File: src/apb_pkg.sv
`default_nettype none

package apb_pkg;

    ////////////////////////////////////////////////////////////
    // apb bundles, one per direction
    ////////////////////////////////////////////////////////////

    // master to slave
    // paddr is a byte address, 4 registers on word boundaries
    typedef struct packed {
        logic [3:0]  paddr;
        logic        psel;
        logic        penable;
        logic        pwrite;
        logic [31:0] pwdata;
    } apb_req_t;

    // slave to master
    // no wait states, pready stays high
    typedef struct packed {
        logic [31:0] prdata;
        logic        pready;
        logic        pslverr;
    } apb_rsp_t;

endpackage

`default_nettype wire

File: src/dist_pkg.sv
`default_nettype none

package dist_pkg;

    // payload width, tied to the apb data bus
    localparam int DIST_DW = 32;

    ////////////////////////////////////////////////////////////
    // switch commands
    ////////////////////////////////////////////////////////////

    typedef enum logic [1:0] {
        CMD_IDLE        = 2'd0,   // drop
        CMD_BRANCH_LOW  = 2'd1,   // low side only
        CMD_BRANCH_HIGH = 2'd2,   // high side only
        CMD_DUPLICATE   = 2'd3    // both sides
    } dist_cmd_e;

    // one beat on every fifo and tree edge
    typedef struct packed {
        logic               valid;
        logic [DIST_DW-1:0] data;
    } dist_beat_t;

    ////////////////////////////////////////////////////////////
    // register map, byte addresses
    ////////////////////////////////////////////////////////////

    typedef enum logic [3:0] {
        REG_CTRL   = 4'h0,   // bit 0 enable
        REG_ROUTE  = 4'h4,   // 2 bits per switch
        REG_DATA   = 4'h8,   // write only, pushes a word
        REG_STATUS = 4'hC    // count, empty, full
    } dist_reg_e;

endpackage

`default_nettype wire

File: src/dist_fifo.sv
`timescale 1ns/1ps
`default_nettype none

module dist_fifo
    import dist_pkg::*;
#(
    parameter int FIFO_DEPTH = 8
)
(
    input  wire logic        clk,
    input  wire logic        i_arst_n,
    input  wire dist_beat_t  i_push,
    input  wire logic        i_pop,
    output dist_beat_t       o_head,
    output logic             o_full,
    output logic             o_empty,
    output logic [15:0]      o_count
);

    localparam int AW = $clog2(FIFO_DEPTH);

    logic [DIST_DW-1:0] mem [FIFO_DEPTH];
    logic [AW-1:0]      wr_ptr_q;
    logic [AW-1:0]      rd_ptr_q;
    logic [15:0]        count_q;
    logic               do_push;
    logic               do_pop;

    // wrap at depth, depth need not be a power of two
    function automatic logic [AW-1:0] next_ptr(input logic [AW-1:0] ptr);
        return (ptr == AW'(FIFO_DEPTH - 1)) ? '0 : ptr + 1'b1;
    endfunction

    assign o_full  = (count_q == 16'(FIFO_DEPTH));
    assign o_empty = (count_q == 16'd0);
    assign o_count = count_q;

    // overflow and underflow are ignored
    assign do_push = i_push.valid & ~o_full;
    assign do_pop  = i_pop & ~o_empty;

    ////////////////////////////////////////////////////////////
    // storage and pointers
    ////////////////////////////////////////////////////////////

    always_ff @(posedge clk)
    begin
        if (do_push)
        begin
            mem[wr_ptr_q] <= i_push.data;
        end
    end

    always_ff @(posedge clk or negedge i_arst_n)
    begin
        if (!i_arst_n)
        begin
            wr_ptr_q <= '0;
            rd_ptr_q <= '0;
            count_q  <= '0;
        end
        else
        begin
            if (do_push)
            begin
                wr_ptr_q <= next_ptr(wr_ptr_q);
            end
            if (do_pop)
            begin
                rd_ptr_q <= next_ptr(rd_ptr_q);
            end
            // push and pop together keep the count
            case ({do_push, do_pop})
                2'b10:   count_q <= count_q + 16'd1;
                2'b01:   count_q <= count_q - 16'd1;
                default: count_q <= count_q;
            endcase
        end
    end

    // oldest word, valid while not empty
    assign o_head = '{valid: ~o_empty, data: mem[rd_ptr_q]};

endmodule

`default_nettype wire

File: src/distribute_switch_seq.sv
`timescale 1ns/1ps
`default_nettype none

module distribute_switch_seq
    import dist_pkg::*;
(
    input  wire logic        clk,
    input  wire logic        i_arst_n,
    input  wire dist_beat_t  i_beat,
    input  wire dist_cmd_e   i_cmd,
    output dist_beat_t       o_high,
    output dist_beat_t       o_low
);

    logic               sel_high;
    logic               sel_low;
    logic               high_vld_q;
    logic               low_vld_q;
    logic [DIST_DW-1:0] data_q;

    // command to side select
    assign sel_high = (i_cmd == CMD_BRANCH_HIGH) || (i_cmd == CMD_DUPLICATE);
    assign sel_low  = (i_cmd == CMD_BRANCH_LOW) || (i_cmd == CMD_DUPLICATE);

    // side valids, idle drops the beat
    always_ff @(posedge clk or negedge i_arst_n)
    begin
        if (!i_arst_n)
        begin
            high_vld_q <= 1'b0;
            low_vld_q  <= 1'b0;
        end
        else
        begin
            high_vld_q <= i_beat.valid & sel_high;
            low_vld_q  <= i_beat.valid & sel_low;
        end
    end

    // one data register feeds both sides unchanged
    always_ff @(posedge clk)
    begin
        if (i_beat.valid)
        begin
            data_q <= i_beat.data;
        end
    end

    assign o_high = '{valid: high_vld_q, data: data_q};
    assign o_low  = '{valid: low_vld_q, data: data_q};

endmodule

`default_nettype wire

File: src/dist_tree.sv
`timescale 1ns/1ps
`default_nettype none

module dist_tree
    import dist_pkg::*;
#(
    parameter int LEVELS = 3
)
(
    input  wire logic                         clk,
    input  wire logic                         i_arst_n,
    input  wire dist_beat_t                   i_root,
    input  wire dist_cmd_e [(2**LEVELS)-2:0]  i_route,
    output dist_beat_t [(2**LEVELS)-1:0]      o_leaf
);

    localparam int NUM_SW    = (2 ** LEVELS) - 1;
    // first switch of the last level, and its width
    localparam int LAST_BASE = (2 ** (LEVELS - 1)) - 1;
    localparam int LAST_CNT  = 2 ** (LEVELS - 1);

    dist_beat_t sw_in   [NUM_SW];
    dist_beat_t sw_high [NUM_SW];
    dist_beat_t sw_low  [NUM_SW];

    ////////////////////////////////////////////////////////////
    // switch heap
    ////////////////////////////////////////////////////////////

    for (genvar i = 0; i < NUM_SW; i++) begin : g_sw
        // root takes the fifo beat
        if (i == 0) begin : g_root
            assign sw_in[i] = i_root;
        end
        // odd index is a high child
        else if (i % 2 == 1) begin : g_upper
            assign sw_in[i] = sw_high[(i - 1) / 2];
        end
        // even index is a low child
        else begin : g_lower
            assign sw_in[i] = sw_low[(i - 1) / 2];
        end

        distribute_switch_seq u_sw (
            .clk      (clk),
            .i_arst_n (i_arst_n),
            .i_beat   (sw_in[i]),
            .i_cmd    (i_route[i]),
            .o_high   (sw_high[i]),
            .o_low    (sw_low[i])
        );
    end

    ////////////////////////////////////////////////////////////
    // last level to leaves
    ////////////////////////////////////////////////////////////

    // switch k feeds leaf 2k from high, 2k+1 from low
    for (genvar k = 0; k < LAST_CNT; k++) begin : g_leaf
        assign o_leaf[2*k]     = sw_high[LAST_BASE + k];
        assign o_leaf[2*k + 1] = sw_low[LAST_BASE + k];
    end

endmodule

`default_nettype wire

File: src/dist_cfg_apb.sv
`timescale 1ns/1ps
`default_nettype none

module dist_cfg_apb
    import apb_pkg::*;
    import dist_pkg::*;
#(
    parameter int LEVELS     = 3,
    parameter int FIFO_DEPTH = 8
)
(
    input  wire logic                          clk,
    input  wire logic                          i_arst_n,
    input  wire apb_req_t                      i_apb,
    input  wire logic                          i_fifo_full,
    input  wire logic                          i_fifo_empty,
    input  wire logic [15:0]                   i_fifo_count,
    output apb_rsp_t                           o_apb,
    output dist_beat_t                         o_push,
    output logic                               o_enable,
    output dist_cmd_e [(2**LEVELS)-2:0]        o_route
);

    localparam int NUM_SW = (2 ** LEVELS) - 1;
    localparam int RW     = 2 * NUM_SW;

    // route register must fit 32 bits, count must fit 16 bits
    if (LEVELS < 1 || LEVELS > 4) begin : g_bad_levels
        $error("dist_cfg_apb: LEVELS must be 1 to 4");
    end
    if (FIFO_DEPTH < 2 || FIFO_DEPTH > 65535) begin : g_bad_depth
        $error("dist_cfg_apb: FIFO_DEPTH out of range");
    end

    ////////////////////////////////////////////////////////////
    // access phase decode
    ////////////////////////////////////////////////////////////

    logic            access;
    logic            wr_acc;
    dist_reg_e       reg_addr;
    logic            data_wr;
    logic [RW-1:0]   route_q;
    logic            enable_q;
    logic [31:0]     rd_data;
    logic            slv_err;

    // second cycle of a transfer
    assign access   = i_apb.psel & i_apb.penable;
    assign wr_acc   = access & i_apb.pwrite;
    assign reg_addr = dist_reg_e'(i_apb.paddr);
    assign data_wr  = wr_acc & (reg_addr == REG_DATA);

    // control registers
    always_ff @(posedge clk or negedge i_arst_n)
    begin
        if (!i_arst_n)
        begin
            enable_q <= 1'b0;
            route_q  <= '0;
        end
        else
        begin
            if (wr_acc && reg_addr == REG_CTRL)
            begin
                enable_q <= i_apb.pwdata[0];
            end
            if (wr_acc && reg_addr == REG_ROUTE)
            begin
                route_q <= i_apb.pwdata[RW-1:0];
            end
        end
    end

    // readback and error decode
    always_comb
    begin
        rd_data = '0;
        slv_err = 1'b0;
        case (reg_addr)
            REG_CTRL:   rd_data = {31'b0, enable_q};
            REG_ROUTE:  rd_data = 32'(route_q);
            // write only, and full drops the word
            REG_DATA:   slv_err = ~i_apb.pwrite | i_fifo_full;
            // read only
            REG_STATUS:
            begin
                rd_data = {14'b0, i_fifo_full, i_fifo_empty, i_fifo_count};
                slv_err = i_apb.pwrite;
            end
            // unmapped address
            default:    slv_err = 1'b1;
        endcase
    end

    ////////////////////////////////////////////////////////////
    // outputs
    ////////////////////////////////////////////////////////////

    assign o_apb = '{prdata:  (access & ~i_apb.pwrite) ? rd_data : 32'b0,
                     pready:  1'b1,
                     pslverr: access & slv_err};

    // one beat per accepted data write
    assign o_push   = '{valid: data_wr & ~i_fifo_full, data: i_apb.pwdata};
    assign o_enable = enable_q;

    // switch i takes bits 2i+1:2i
    for (genvar i = 0; i < NUM_SW; i++) begin : g_route
        assign o_route[i] = dist_cmd_e'(route_q[2*i +: 2]);
    end

endmodule

`default_nettype wire

File: src/dist_net_top.sv
`timescale 1ns/1ps
`default_nettype none

module dist_net_top
    import apb_pkg::*;
    import dist_pkg::*;
#(
    parameter int LEVELS     = 3,
    parameter int FIFO_DEPTH = 8
)
(
    input  wire logic                     clk,
    input  wire logic                     i_arst_n,
    input  wire apb_req_t                 i_apb,
    output apb_rsp_t                      o_apb,
    output dist_beat_t [(2**LEVELS)-1:0]  o_leaf
);

    dist_beat_t                    push_beat;
    dist_beat_t                    fifo_head;
    dist_beat_t                    root_beat;
    logic                          fifo_full;
    logic                          fifo_empty;
    logic [15:0]                   fifo_count;
    logic                          enable;
    logic                          fifo_pop;
    dist_cmd_e [(2**LEVELS)-2:0]   route;

    ////////////////////////////////////////////////////////////
    // producer
    ////////////////////////////////////////////////////////////

    dist_cfg_apb #(
        .LEVELS     (LEVELS),
        .FIFO_DEPTH (FIFO_DEPTH)
    ) u_cfg (
        .clk          (clk),
        .i_arst_n     (i_arst_n),
        .i_apb        (i_apb),
        .i_fifo_full  (fifo_full),
        .i_fifo_empty (fifo_empty),
        .i_fifo_count (fifo_count),
        .o_apb        (o_apb),
        .o_push       (push_beat),
        .o_enable     (enable),
        .o_route      (route)
    );

    // buffer
    dist_fifo #(
        .FIFO_DEPTH (FIFO_DEPTH)
    ) u_fifo (
        .clk      (clk),
        .i_arst_n (i_arst_n),
        .i_push   (push_beat),
        .i_pop    (fifo_pop),
        .o_head   (fifo_head),
        .o_full   (fifo_full),
        .o_empty  (fifo_empty),
        .o_count  (fifo_count)
    );

    // enable gates the pop, nothing else downstream
    assign fifo_pop  = enable & fifo_head.valid;
    assign root_beat = '{valid: fifo_pop, data: fifo_head.data};

    // consumer
    dist_tree #(
        .LEVELS (LEVELS)
    ) u_tree (
        .clk      (clk),
        .i_arst_n (i_arst_n),
        .i_root   (root_beat),
        .i_route  (route),
        .o_leaf   (o_leaf)
    );

endmodule

`default_nettype wire

File: config.mk
export PLATFORM = sky130hd
export DESIGN_NAME = dist_net_top
export DESIGN_NICKNAME = d
export VERILOG_FILES = /design/src/apb_pkg.sv /design/src/dist_pkg.sv /design/src/dist_fifo.sv /design/src/distribute_switch_seq.sv /design/src/dist_tree.sv /design/src/dist_cfg_apb.sv /design/src/dist_net_top.sv
export SDC_FILE = /design/constraint.sdc
export NUM_CORES = 1
export LEC_CHECK = 0
export BUFFER_PORTS_ARGS = -buffer_cell sky130_fd_sc_hd__buf_2
export CELL_PAD_IN_SITES_DETAIL_PLACEMENT = 0
export CELL_PAD_IN_SITES_GLOBAL_PLACEMENT = 2
export CORE_ASPECT_RATIO = 1.75
export CORE_MARGIN = 2
export CORE_UTILIZATION = 38
export CTS_CLUSTER_SIZE = 12
export DETAILED_ROUTE_END_ITERATION = 12
export HOLD_SLACK_MARGIN = 0.06
export PLACE_DENSITY = 0.85
export SLEW_MARGIN = 20
export SYNTH_ARGS = -nofsm -noshare
export SYNTH_HDL_FRONTEND = slang
export SYNTH_HIERARCHICAL = 1
export SYNTH_SLANG_ARGS = --single-unit
File: constraint.sdc
create_clock -name clk -period 4.52 [get_ports clk]
set_input_delay 0.452 -clock clk [delete_from_list [all_inputs] [get_ports clk]]
set_output_delay 0.452 -clock clk [all_outputs]
set_load 0.02 [all_outputs]
# Yosys cells after proc, flatten, opt, wreduce, memory -nomap -nowiden
# Memories as Yosys holds them, arrays and structs flattened. A register that Yosys moved wholly into a read port is not among the register bits.
# Index checks and enable logic that the tools add are counted.
word_totals:
  elab_cells: 114
  ramBits: 256
  regBits: 243
  n_memories: 1
  inputBits: 41
classes:
  n_eq_ne: 29
  n_reduce_logical: 20
  n_addsub: 4
  n_mux: 8
  bitwise: 27
mem_list:
  columns: ["name", "depth", "word_bits", "rd", "rd_ports_with_merged_regs", "wr", "line", "text"]
  rows:
  - ["u_fifo.mem", 8, 32, 1, 1, 1, "dist_fifo.sv:22", "logic [DIST_DW-1:0] mem [FIFO_DEPTH];"]
ops:
  columns: ["cell", "count"]
  rows:
  - ["$pmux W18 S3", 1]
  - ["$pmux W16 S2", 1]
  - ["$eq A2 B2 Y1 const B", 15]
  - ["$and A1 B1 Y1", 23]
  - ["$mux W18", 1]
  - ["$add A16 B1 Y16 const B", 1]
  - ["$eq A16 B4 Y1 const B", 1]
  - ["$eq A2 B1 Y1 const B", 8]
  - ["$logic_not A16 Y1", 1]
  - ["$sub A16 B1 Y16 const B", 1]
  - ["$logic_or A1 B1 Y1", 14]
  - ["$eq A4 B4 Y1 const B", 2]
  - ["$add A3 B1 Y3 const B", 2]
  - ["$eq A3 B3 Y1 const B", 2]
  - ["$mux W3", 2]
  - ["$eq A4 B3 Y1 const B", 1]
  - ["$logic_not A4 Y1", 1]
  - ["$not A1 Y1", 3]
  - ["$pmux W1 S3", 1]
  - ["$logic_and A1 B1 Y1", 2]
  - ["$mux W1", 2]
  - ["$reduce_bool A2 Y1", 1]
  - ["$reduce_or A2 Y1", 1]
  - ["$or A1 B1 Y1", 1]

# Longest topological paths before layout
# Gate-level depths: netlist of the first run.
depth:
  word_depth: 7
  depth_mapped: 15

# Modules after synthesis
# Netlist of the first run, hierarchy kept.
by_module_without_submodules:
  columns: ["mod", "seq_area_each_um2", "area_each_um2", "cells_per_inst", "instances"]
  rows:
  - ["dist_fifo", 8237.9, 11337.1, 568, 1]
  - ["distribute_switch_seq", 1011.0, 1278.7, 70, 7]
  - ["dist_cfg_apb", 375.4, 1317.5, 130, 1]
  - ["dist_net_top", 0.0, 6.3, 1, 1]

# Worst setup path after synthesis of the first run
# No wires, ideal clock.
synth_timing:
  path_type: "reg-to-reg"
  startpoint: "register u_fifo.count_q[0] (netlist: u_fifo/o_count[0])"
  endpoint: "memory u_fifo.mem[2][0] (enable)"
  synth_period_minus_slack_ns: 4.465
  stages_incl_launch_ff: 9
  setup_slack_ns: 0.055
  path_buffers: 0
  t_arrival_ns: 3.997
  path_cell_list: "dfrtp_1 > nor4_1 > nand4_1 > or2_1 > inv_1 > nor4b_1 > nand2_1 > or2_1 > nor3b_1"
synth_rtl:
  columns: ["item", "line", "text"]
  rows:
  - ["start: declaration", "dist_fifo.sv:25", "logic [15:0] count_q;"]
  - ["start signal: assignment", "dist_fifo.sv:74", "2'b10: count_q <= count_q + 16'd1;"]
  - ["start signal: assignment", "dist_fifo.sv:75", "2'b01: count_q <= count_q - 16'd1;"]
  - ["start signal: assignment", "dist_fifo.sv:76", "default: count_q <= count_q;"]
  - ["end: declaration", "dist_fifo.sv:22", null]

==> impl_metrics.py, run 1 <==
metrics = {
    "detailed_routing": {
        "drc": 0,
        "routedWlPerCell_um": 21.18,
        "drtAntennaViolNets": 0,
        "drtIter0Drc": 628,
        "drt_pass1_iterations": 5,
        "routed_via_density": 4.724,
        "vias": 9760,
        "wirelength_mm": 43.76,
    },
    "setup_path": {
        "path_class": "register to register",
        "end_kind": "register",
        "critPathMaxFanout": 17,
        "required_ns": 5.02,
        "crit_arrival_ns": 4.69,
        "start_kind": "register",
    },
    "global_route": {
        "antenna_found_initial": 11,
        "grt_max_degree": 43,
        "grt_pass1_wl_mm": 64.16,
        "track_usage": 0.1474,
        "grt_pass1_vias": 10100,
        "grt-ovfl-total": 0,
    },
    "run": {
        "maxCapViolations": 0,
    },
    "timing": {
        "finalWorstSetupSlack_ns": 0.3353,
        "relSlewSlack": 0.3621,
        "setup_viol": 0,
        "tns_ns": 0,
        "hold_viol_final": 0,
        "clock.fmax_mhz": 239.0,
        "rsz0062_at_grt": "false",
        "skew_ns": 0.02920,
        "fin_crit_sh": 0.9258,
        "drv_slew": 0,
        "tightestPinTransition_ns": 0.9568,
        "layout_min_cycle_time_ns": 4.185,
    },
    "cts": {
        "clkSlewWorstSetupHoldPaths_ns": 0.06,
        "cts_htree_levels": 2,
        "clock_sinks": 531,
        "ctsHoldBuffers": 1,
        "post_cts_resized": 0,
        "clock_latency_ns": 0.60,
        "cts_setup_buffers": 0,
        "clock_path_buffers": 3,
        "cts_tree": "done",
        "cts-buffers-inserted": 50,
        "cts-root-buf": "clkbuf_16",
    },
    "final_layout": {
        "final_layout_size_suffix_gt1_frac": 0.4121,
        "multiInputGateArea_sq_mm": 0.003674,
        "layout_commonest_cell": "edfxtp_1",
        "fillers": 4896,
        "final_cell_mix": "edfxtp_1 (480), buf_2 (323), mux4_2 (64), clkbuf_16 (50), dfrtp_1 (43)",
        "final_cell_area_sq_mm": 0.02360,
        "finalNetCount": 1345,
        "synthToLayoutAreaGrowth_pct": 9.182,
        "seqCellArea_sq_mm": 0.01570,
        "fin_util": 0.4194,
    },
    "place": {
        "placed_area_sq_mm": 0.02215,
        "dp.final_hpwl_mm": 29.94,
        "gp_congestion": 0.8066,
        "place_ws_ns": 0.3044,
        "portBuffers": 323,
    },
    "power_and_ir_drop": {
        "fin_total_pwr_w": 0.01085,
        "ir_drop_v": 0.0003672,
        "p_leak_nw": 8.435,
        "p_per_area_mw_per_mm2": 459.8,
    },
    "yosys": {
        "async_reset_ff_frac": 0.09605,
        "yosys_warnings": 6,
        "synth_seq_cells": 531,
        "avgSynthCellArea_sq_um": 18.18,
        "yosysSeqAreaShare": 0.7260,
        "synth_compound_gate_area_share": 0.01714,
        "synth_fa_ha_area_frac": 0.01193,
        "synth.distinct_cells": 54,
        "yosys.area_share.simple": 0.02837,
        "synth_cells": 1189,
        "synthXorXnorAreaFrac": 0.005268,
        "synth_top_family_by_area": "buffers and inverters",
        "synth-edff-count": 480,
        "synth_ff_type": "edfxtp_1",
        "syn_area_sq_mm": 0.02161,
        "muxShareOfSynthArea": 0.1025,
    },
    "floorplan": {
        "die_h_um": 319.5,
        "die_x_um": 184.3,
        "ios": 339,
        "die_area_sq_mm": 0.05887,
        "core_area_sq_mm": 0.05626,
        "num_rows": 115,
        "start_util": 0.3841,
    },
    "run_status": {
        "status": "finished clean",
    },
    "worst_hold_path": {
        "hold_path.class": "input port to register",
    },
}
==> where the power goes <==
group,switching [W],internal (W),total (W),leakage [nW]
Clock,0.00171,0.00206,0.00377,0.686
Combinational,0.000654,0.000610,0.00126,2.75
Sequential,0.000229,0.00559,0.00581,5.00
==> kinds of logic (layout without fill, tap and decap cells) <==
| family | Yosys count | in the layout |
|---|---|---|
| flip-flops | 531 | 531 |
| buffers and inverters | 321 | 422 |
| multiplexers | 131 | 131 |
| AND/OR/NAND/NOR | 113 | 113 |
| AO/OA/AOI/OAI | 58 | 58 |
| adder cells (fa/ha/maj) | 20 | 20 |
| XOR/XNOR | 13 | 13 |
| other | 2 | 18 |
==> worst max-delay path, cell delays in order, from the launching register on <==
cell	delay [ns]
dfrtp_1	0.44
nor4_1	0.43
nand4_1	0.17
or2_1	0.27
inv_1	0.10
nor4b_1	0.08
nand2_1	0.21
ha_1	0.69
ha_1	0.42
a21o_4	0.24
a311oi_2	0.38
o21bai_1	0.13
a21oi_2	0.23
nor4b_1	0.08
a211oi_1	0.23
==> metal layers <==
metal / track usage / share of wire
met4: 0.05351 / 0.028
met1: 0.1547 / 0.36
met5: 0 / 0.0025
met3: 0.03154 / 0.052
met2: 0.2834 / 0.55
==> stage by stage <==
stage / hold slack (ns) / std cells
after floorplan: 0.1564 / 1202
after global placement: 0.4224 / 1991
after detailed placement: 0.4311 / 1991
after CTS: 0.08474 / 2063
after global routing: 0.1024 / 2064
final: 0.1226 / 2066
==> state kept, by name, indices dropped and copies added (netlist names) <==
register and count:
u_cfg/o_enable 1, u_cfg/o_route 14, u_fifo/mem 256, u_fifo/o_count 16, u_fifo/rd_ptr_q 3, u_fifo/wr_ptr_q 3, u_tree/g_sw.u_sw/data_q 224, u_tree/g_sw.u_sw/high_vld_q 7
u_tree/g_sw.u_sw/low_vld_q 7
==> cell usage after synthesis (3+ instances only) <==
library cell	count	share of area
buf_4	292	0.10
a21oi_1	15	0.0035
mux4_2	64	0.067
mux2_4	10	0.0069
mux2_2	38	0.020
nor3b_1	5	0.0017
mux2i_1	14	0.0065
or2_1	3	0.00087
ha_1	19	0.011
mux2_1	5	0.0026
nor2_1	23	0.0040
and2_1	16	0.0046
nand2_1	27	0.0047
a31oi_1	3	0.00087
xnor2_1	7	0.0028
clkbuf_1	10	0.0017
xor2_1	6	0.0024
inv_1	6	0.0010
nand3_1	6	0.0014
a21o_1	5	0.0017
o21ai_0	10	0.0023
nor4_1	3	0.00087
buf_2	9	0.0021
nor3_1	8	0.0019
nand2b_1	4	0.0012
edfxtp_1	480	0.67
dfrtp_1	51	0.059
o21bai_1	3	0.0010
o21ai_1	11	0.0025
and3_1	5	0.0014
==> layout make-up <==
class                      instances  share of cell area
multi-input combinational        350              0.1557
clock buffer                      67             0.05658
clock inverter                     4            0.004030
sequential                       531              0.6655
antenna                            3           0.0003182
tap                              760             0.04030
timing repair buffer             345             0.07667
inverter                           6           0.0009545
==> worst paths after layout <==
path,start,to,slack [ns],cells past startpoint
setup / recovery,u_fifo/o_count[10]$_DFFE_PN0P_,u_fifo/o_count[12]$_DFFE_PN0P_,0.34,14
setup reg to reg,u_fifo/o_count[10]$_DFFE_PN0P_,u_fifo/o_count[12]$_DFFE_PN0P_,0.34,14
min in group asynchronous,i_arst_n,u_tree/g_sw[4].u_sw/high_vld_q$_DFF_PN0_,0.40,2
hold / removal,i_apb[18],u_fifo/mem[6][18]$_DFFE_PP_,0.12,1
hold reg to reg,u_tree/g_sw[2].u_sw/data_q[17]$_DFFE_PP_,u_tree/g_sw[5].u_sw/data_q[17]$_DFFE_PP_,0.44,0
max in group asynchronous,i_arst_n,u_fifo/rd_ptr_q[0]$_DFFE_PN0P_,3.24,3
No activity file was read; power rests on OpenSTA's default activity.
==> run 2: changes to the inputs <==
ABC_AREA = 1   (was unset)
CORE_UTILIZATION = 35   (was 38)
==> impl_metrics.py, run 2 <==
metrics = {
    "run_status": {
        "status": "finished clean",
    },
    "floorplan": {
        "start_util": 0.3529,
        "die_x_um": 194.6,
        "die_area_sq_mm": 0.06568,
        "die_h_um": 337.5,
        "ios": 339,
        "num_rows": 122,
        "core_area_sq_mm": 0.06304,
    },
    "yosys": {
        "synth_cells": 1736,
        "yosysSeqAreaShare": 0.7052,
        "async_reset_ff_frac": 0.09605,
        "synthTopCellsByCount": "edfxtp_1 (480), nand2_1 (289), buf_4 (287), nor2_1 (218), o21ai_0 (81)",
        "synth_top_family_by_area": "buffers and inverters",
        "synth.top_cell.area_share": 0.6478,
        "synth_most_common_cell": "edfxtp_1",
        "yosys.area_share.simple": 0.1078,
        "avgSynthCellArea_sq_um": 12.82,
        "yosysTopAreaCell": "edfxtp_1",
        "synth_compound_gate_area_share": 0.05039,
        "synth_area_leaders": "edfxtp_1 (65%), buf_4 (9.7%), dfrtp_1 (5.7%)",
        "muxShareOfSynthArea": 0,
        "yosys_warnings": 6,
        "synth-edff-count": 480,
        "synth_ff_type": "edfxtp_1",
        "synth_fa_ha_area_frac": 0.01158,
        "synthXorXnorAreaFrac": 0.0007873,
        "synth_seq_cells": 531,
        "syn_area_sq_mm": 0.02225,
        "synth.distinct_cells": 35,
    },
    "global_route": {
        "grt_pass1_wl_mm": 73.91,
        "antenna_found_initial": 8,
        "grt_pass1_vias": 12430,
        "track_usage": 0.1488,
        "grt-ovfl-total": 0,
        "grt_max_degree": 84,
    },
    "power_and_ir_drop": {
        "p_per_area_mw_per_mm2": 506.7,
        "p_leak_nw": 9.298,
        "ir_drop_v": 0.0002709,
    },
    "setup_path": {
        "crit_top_cell": "nand2_1",
        "path_delay_family": "simple AND/OR/NAND/NOR gates",
        "rrSetupSlack_ns": 0.43,
        "crit_arrival_ns": 4.56,
        "reg2reg_depth": 19,
        "slowest_delay_ns": 0.70,
        "crit_chain": "or2_1, nor4_1, nand4_1, nor2_1, inv_1, nand2_1, nor3_1, nand2_4, ha_1, ha_1, nand2_1, inv_1, nand2_1, nor3_1, nand2_1, nand2_1, nand2_1, nand3_1, nand2_1",
        "path_class": "register to register",
        "end_kind": "register",
        "cp_num_buf_inv": 2,
        "critPathSlowestCell": "ha_1",
        "required_ns": 4.99,
        "start_kind": "register",
        "critPathMaxFanout": 16,
        "r2r_start": "u_fifo/o_count[8]$_DFFE_PN0P_",
        "r2r-end": "u_fifo/o_count[13]$_DFFE_PN0P_",
        "critPathLaunch": "u_fifo/o_count[8]$_DFFE_PN0P_",
    },
    "final_layout": {
        "final_cell_mix": "edfxtp_1 (480), buf_2 (323), nand2_1 (289), nor2_1 (218), o21ai_0 (81)",
        "final_layout_size_suffix_gt1_frac": 0.2448,
        "regMostFlops": "u_fifo/mem",
        "layout_commonest_cell": "edfxtp_1",
        "largest_reg_flops": 256,
        "finalNetCount": 1861,
        "synthToLayoutAreaGrowth_pct": 9.122,
    },
    "cts": {
        "clkSlewWorstSetupHoldPaths_ns": 0.06,
        "cts-buffers-inserted": 52,
        "cts_tree": "done",
        "post_cts_resized": 0,
        "clock_path_buffers": 3,
        "cts_setup_buffers": 0,
        "cts_htree_levels": 2,
        "clock_sinks": 531,
        "cts-root-buf": "clkbuf_16",
        "clock_latency_ns": 0.58,
    },
    "timing": {
        "setup_viol": 0,
        "tns_ns": 0,
        "rsz0062_at_grt": "false",
        "hold_viol_final": 0,
        "tightestPinTransition_ns": 1.093,
        "drv_slew": 0,
        "clock.fmax_mhz": 244.4,
        "layout_min_cycle_time_ns": 4.092,
        "fin_crit_sh": 0.9053,
        "skew_ns": 0.01425,
        "relSlewSlack": 0.2711,
        "finalWorstSetupSlack_ns": 0.4282,
    },
    "worst_hold_path": {
        "min-delay-start": "i_apb[16]",
        "holdPathEnd": "u_fifo/mem[4][16]$_DFFE_PP_",
        "min_path_cells": 1,
        "hold_path.class": "input port to register",
    },
    "detailed_routing": {
        "drtAntennaViolNets": 0,
        "drc": 0,
        "routed_via_density": 4.729,
        "vias": 12480,
        "drt_pass1_iterations": 5,
        "drtIter0Drc": 768,
        "routedWlPerCell_um": 18.96,
        "wirelength_mm": 50.03,
    },
    "place": {
        "gp_congestion": 0.8294,
        "dp.final_hpwl_mm": 32.15,
        "portBuffers": 323,
        "place_ws_ns": 0.4662,
    },
    "run": {
        "maxCapViolations": 0,
    },
}
==> run 2: worst max-delay path by stage <==
stage	to	slack (ns)	cells past startpoint
6_report	u_fifo/o_count[13]$_DFFE_PN0P_	0.43	19
5_1_grt	u_fifo/o_count[7]$_DFFE_PN0P_	0.14	17
4_1_cts	u_fifo/o_count[6]$_DFFE_PN0P_	0.45	16
3_5_place_dp	u_fifo/o_count[6]$_DFFE_PN0P_	0.47	16
3_3_place_gp	u_fifo/o_count[6]$_DFFE_PN0P_	0.43	16
2_1_floorplan	u_fifo/mem[2][0]$_DFFE_PP_	0.30	8
==> run 2: layout make-up <==
cell class,count,area [sq um]
Antenna cell,3,7.507
Inverter,73,275.3
Clock buffer,75,1409
Sequential cell,531,15710
Fill cell,5952,38760
Multi-Input combinational cell,799,3891
Tap cell,806,1008
Clock inverter,9,210.2
Timing Repair Buffer,343,1769
==> run 2: logic make-up after synthesis <==
| group | Yosys count |
|---|---|
| adder cells (fa/ha/maj) | 20 |
| other | 2 |
| flip-flops | 531 |
| XOR/XNOR | 2 |
| buffers and inverters | 419 |
| AO/OA/AOI/OAI | 171 |
| AND/OR/NAND/NOR | 591 |
==> run 2: stage by stage <==
| stage | utilization | hold slack [ns] | std cells | power, W | cell area (sq um) |
|---|---|---|---|---|---|
| 4_1_cts | 0.3849 | 0.08362 | 2636 | 0.01245 | 24270 |
| 3_5_place_dp | 0.3591 | 0.4305 | 2551 | 0.008198 | 22640 |
| 2_1_floorplan | - | 0.1564 | 1749 | 0.007713 | 22300 |
| 3_3_place_gp | 0.3591 | 0.4251 | 2551 | 0.008118 | 22640 |
| 5_1_grt | 0.3850 | 0.1148 | 2637 | 0.01294 | 24270 |
| 6_report | 0.3851 | 0.1322 | 2639 | 0.01230 | 24280 |
==> run 2: what timing repair did <==
item,in CTS,in global routing
hold buffers,1,0
hold endpoints to repair,26,0
setup endpoints to repair,0,0
==> run 2: power breakdown <==
part	switching (W)	total, W	internal, W	leakage [nW]
clock network	0.00173	0.00422	0.00249	0.782
registers	0.000353	0.00599	0.00564	4.99
logic	0.00139	0.00209	0.000705	3.53
==> run 2: per-layer routing <==
layer,up-vias,routed length [um],track usage
met5,-,59,0
met1,6096,19440,0.1684
met4,10,1708,0.06301
met2,441,25730,0.2726
li1,5835,-,-
met3,98,3087,0.02943
==> run 2: worst reg2reg max path, cell delays in order, from the launching register on <==
cell and delay [ns]:
dfrtp_1 0.41, or2_1 0.26, nor4_1 0.23, nand4_1 0.25, nor2_1 0.23, inv_1 0.08, nand2_1 0.07, nor3_1 0.09
nand2_4 0.19, ha_1 0.70, ha_1 0.33, nand2_1 0.07, inv_1 0.15, nand2_1 0.16, nor3_1 0.33, nand2_1 0.17
nand2_1 0.10, nand2_1 0.05, nand3_1 0.07, nand2_1 0.06
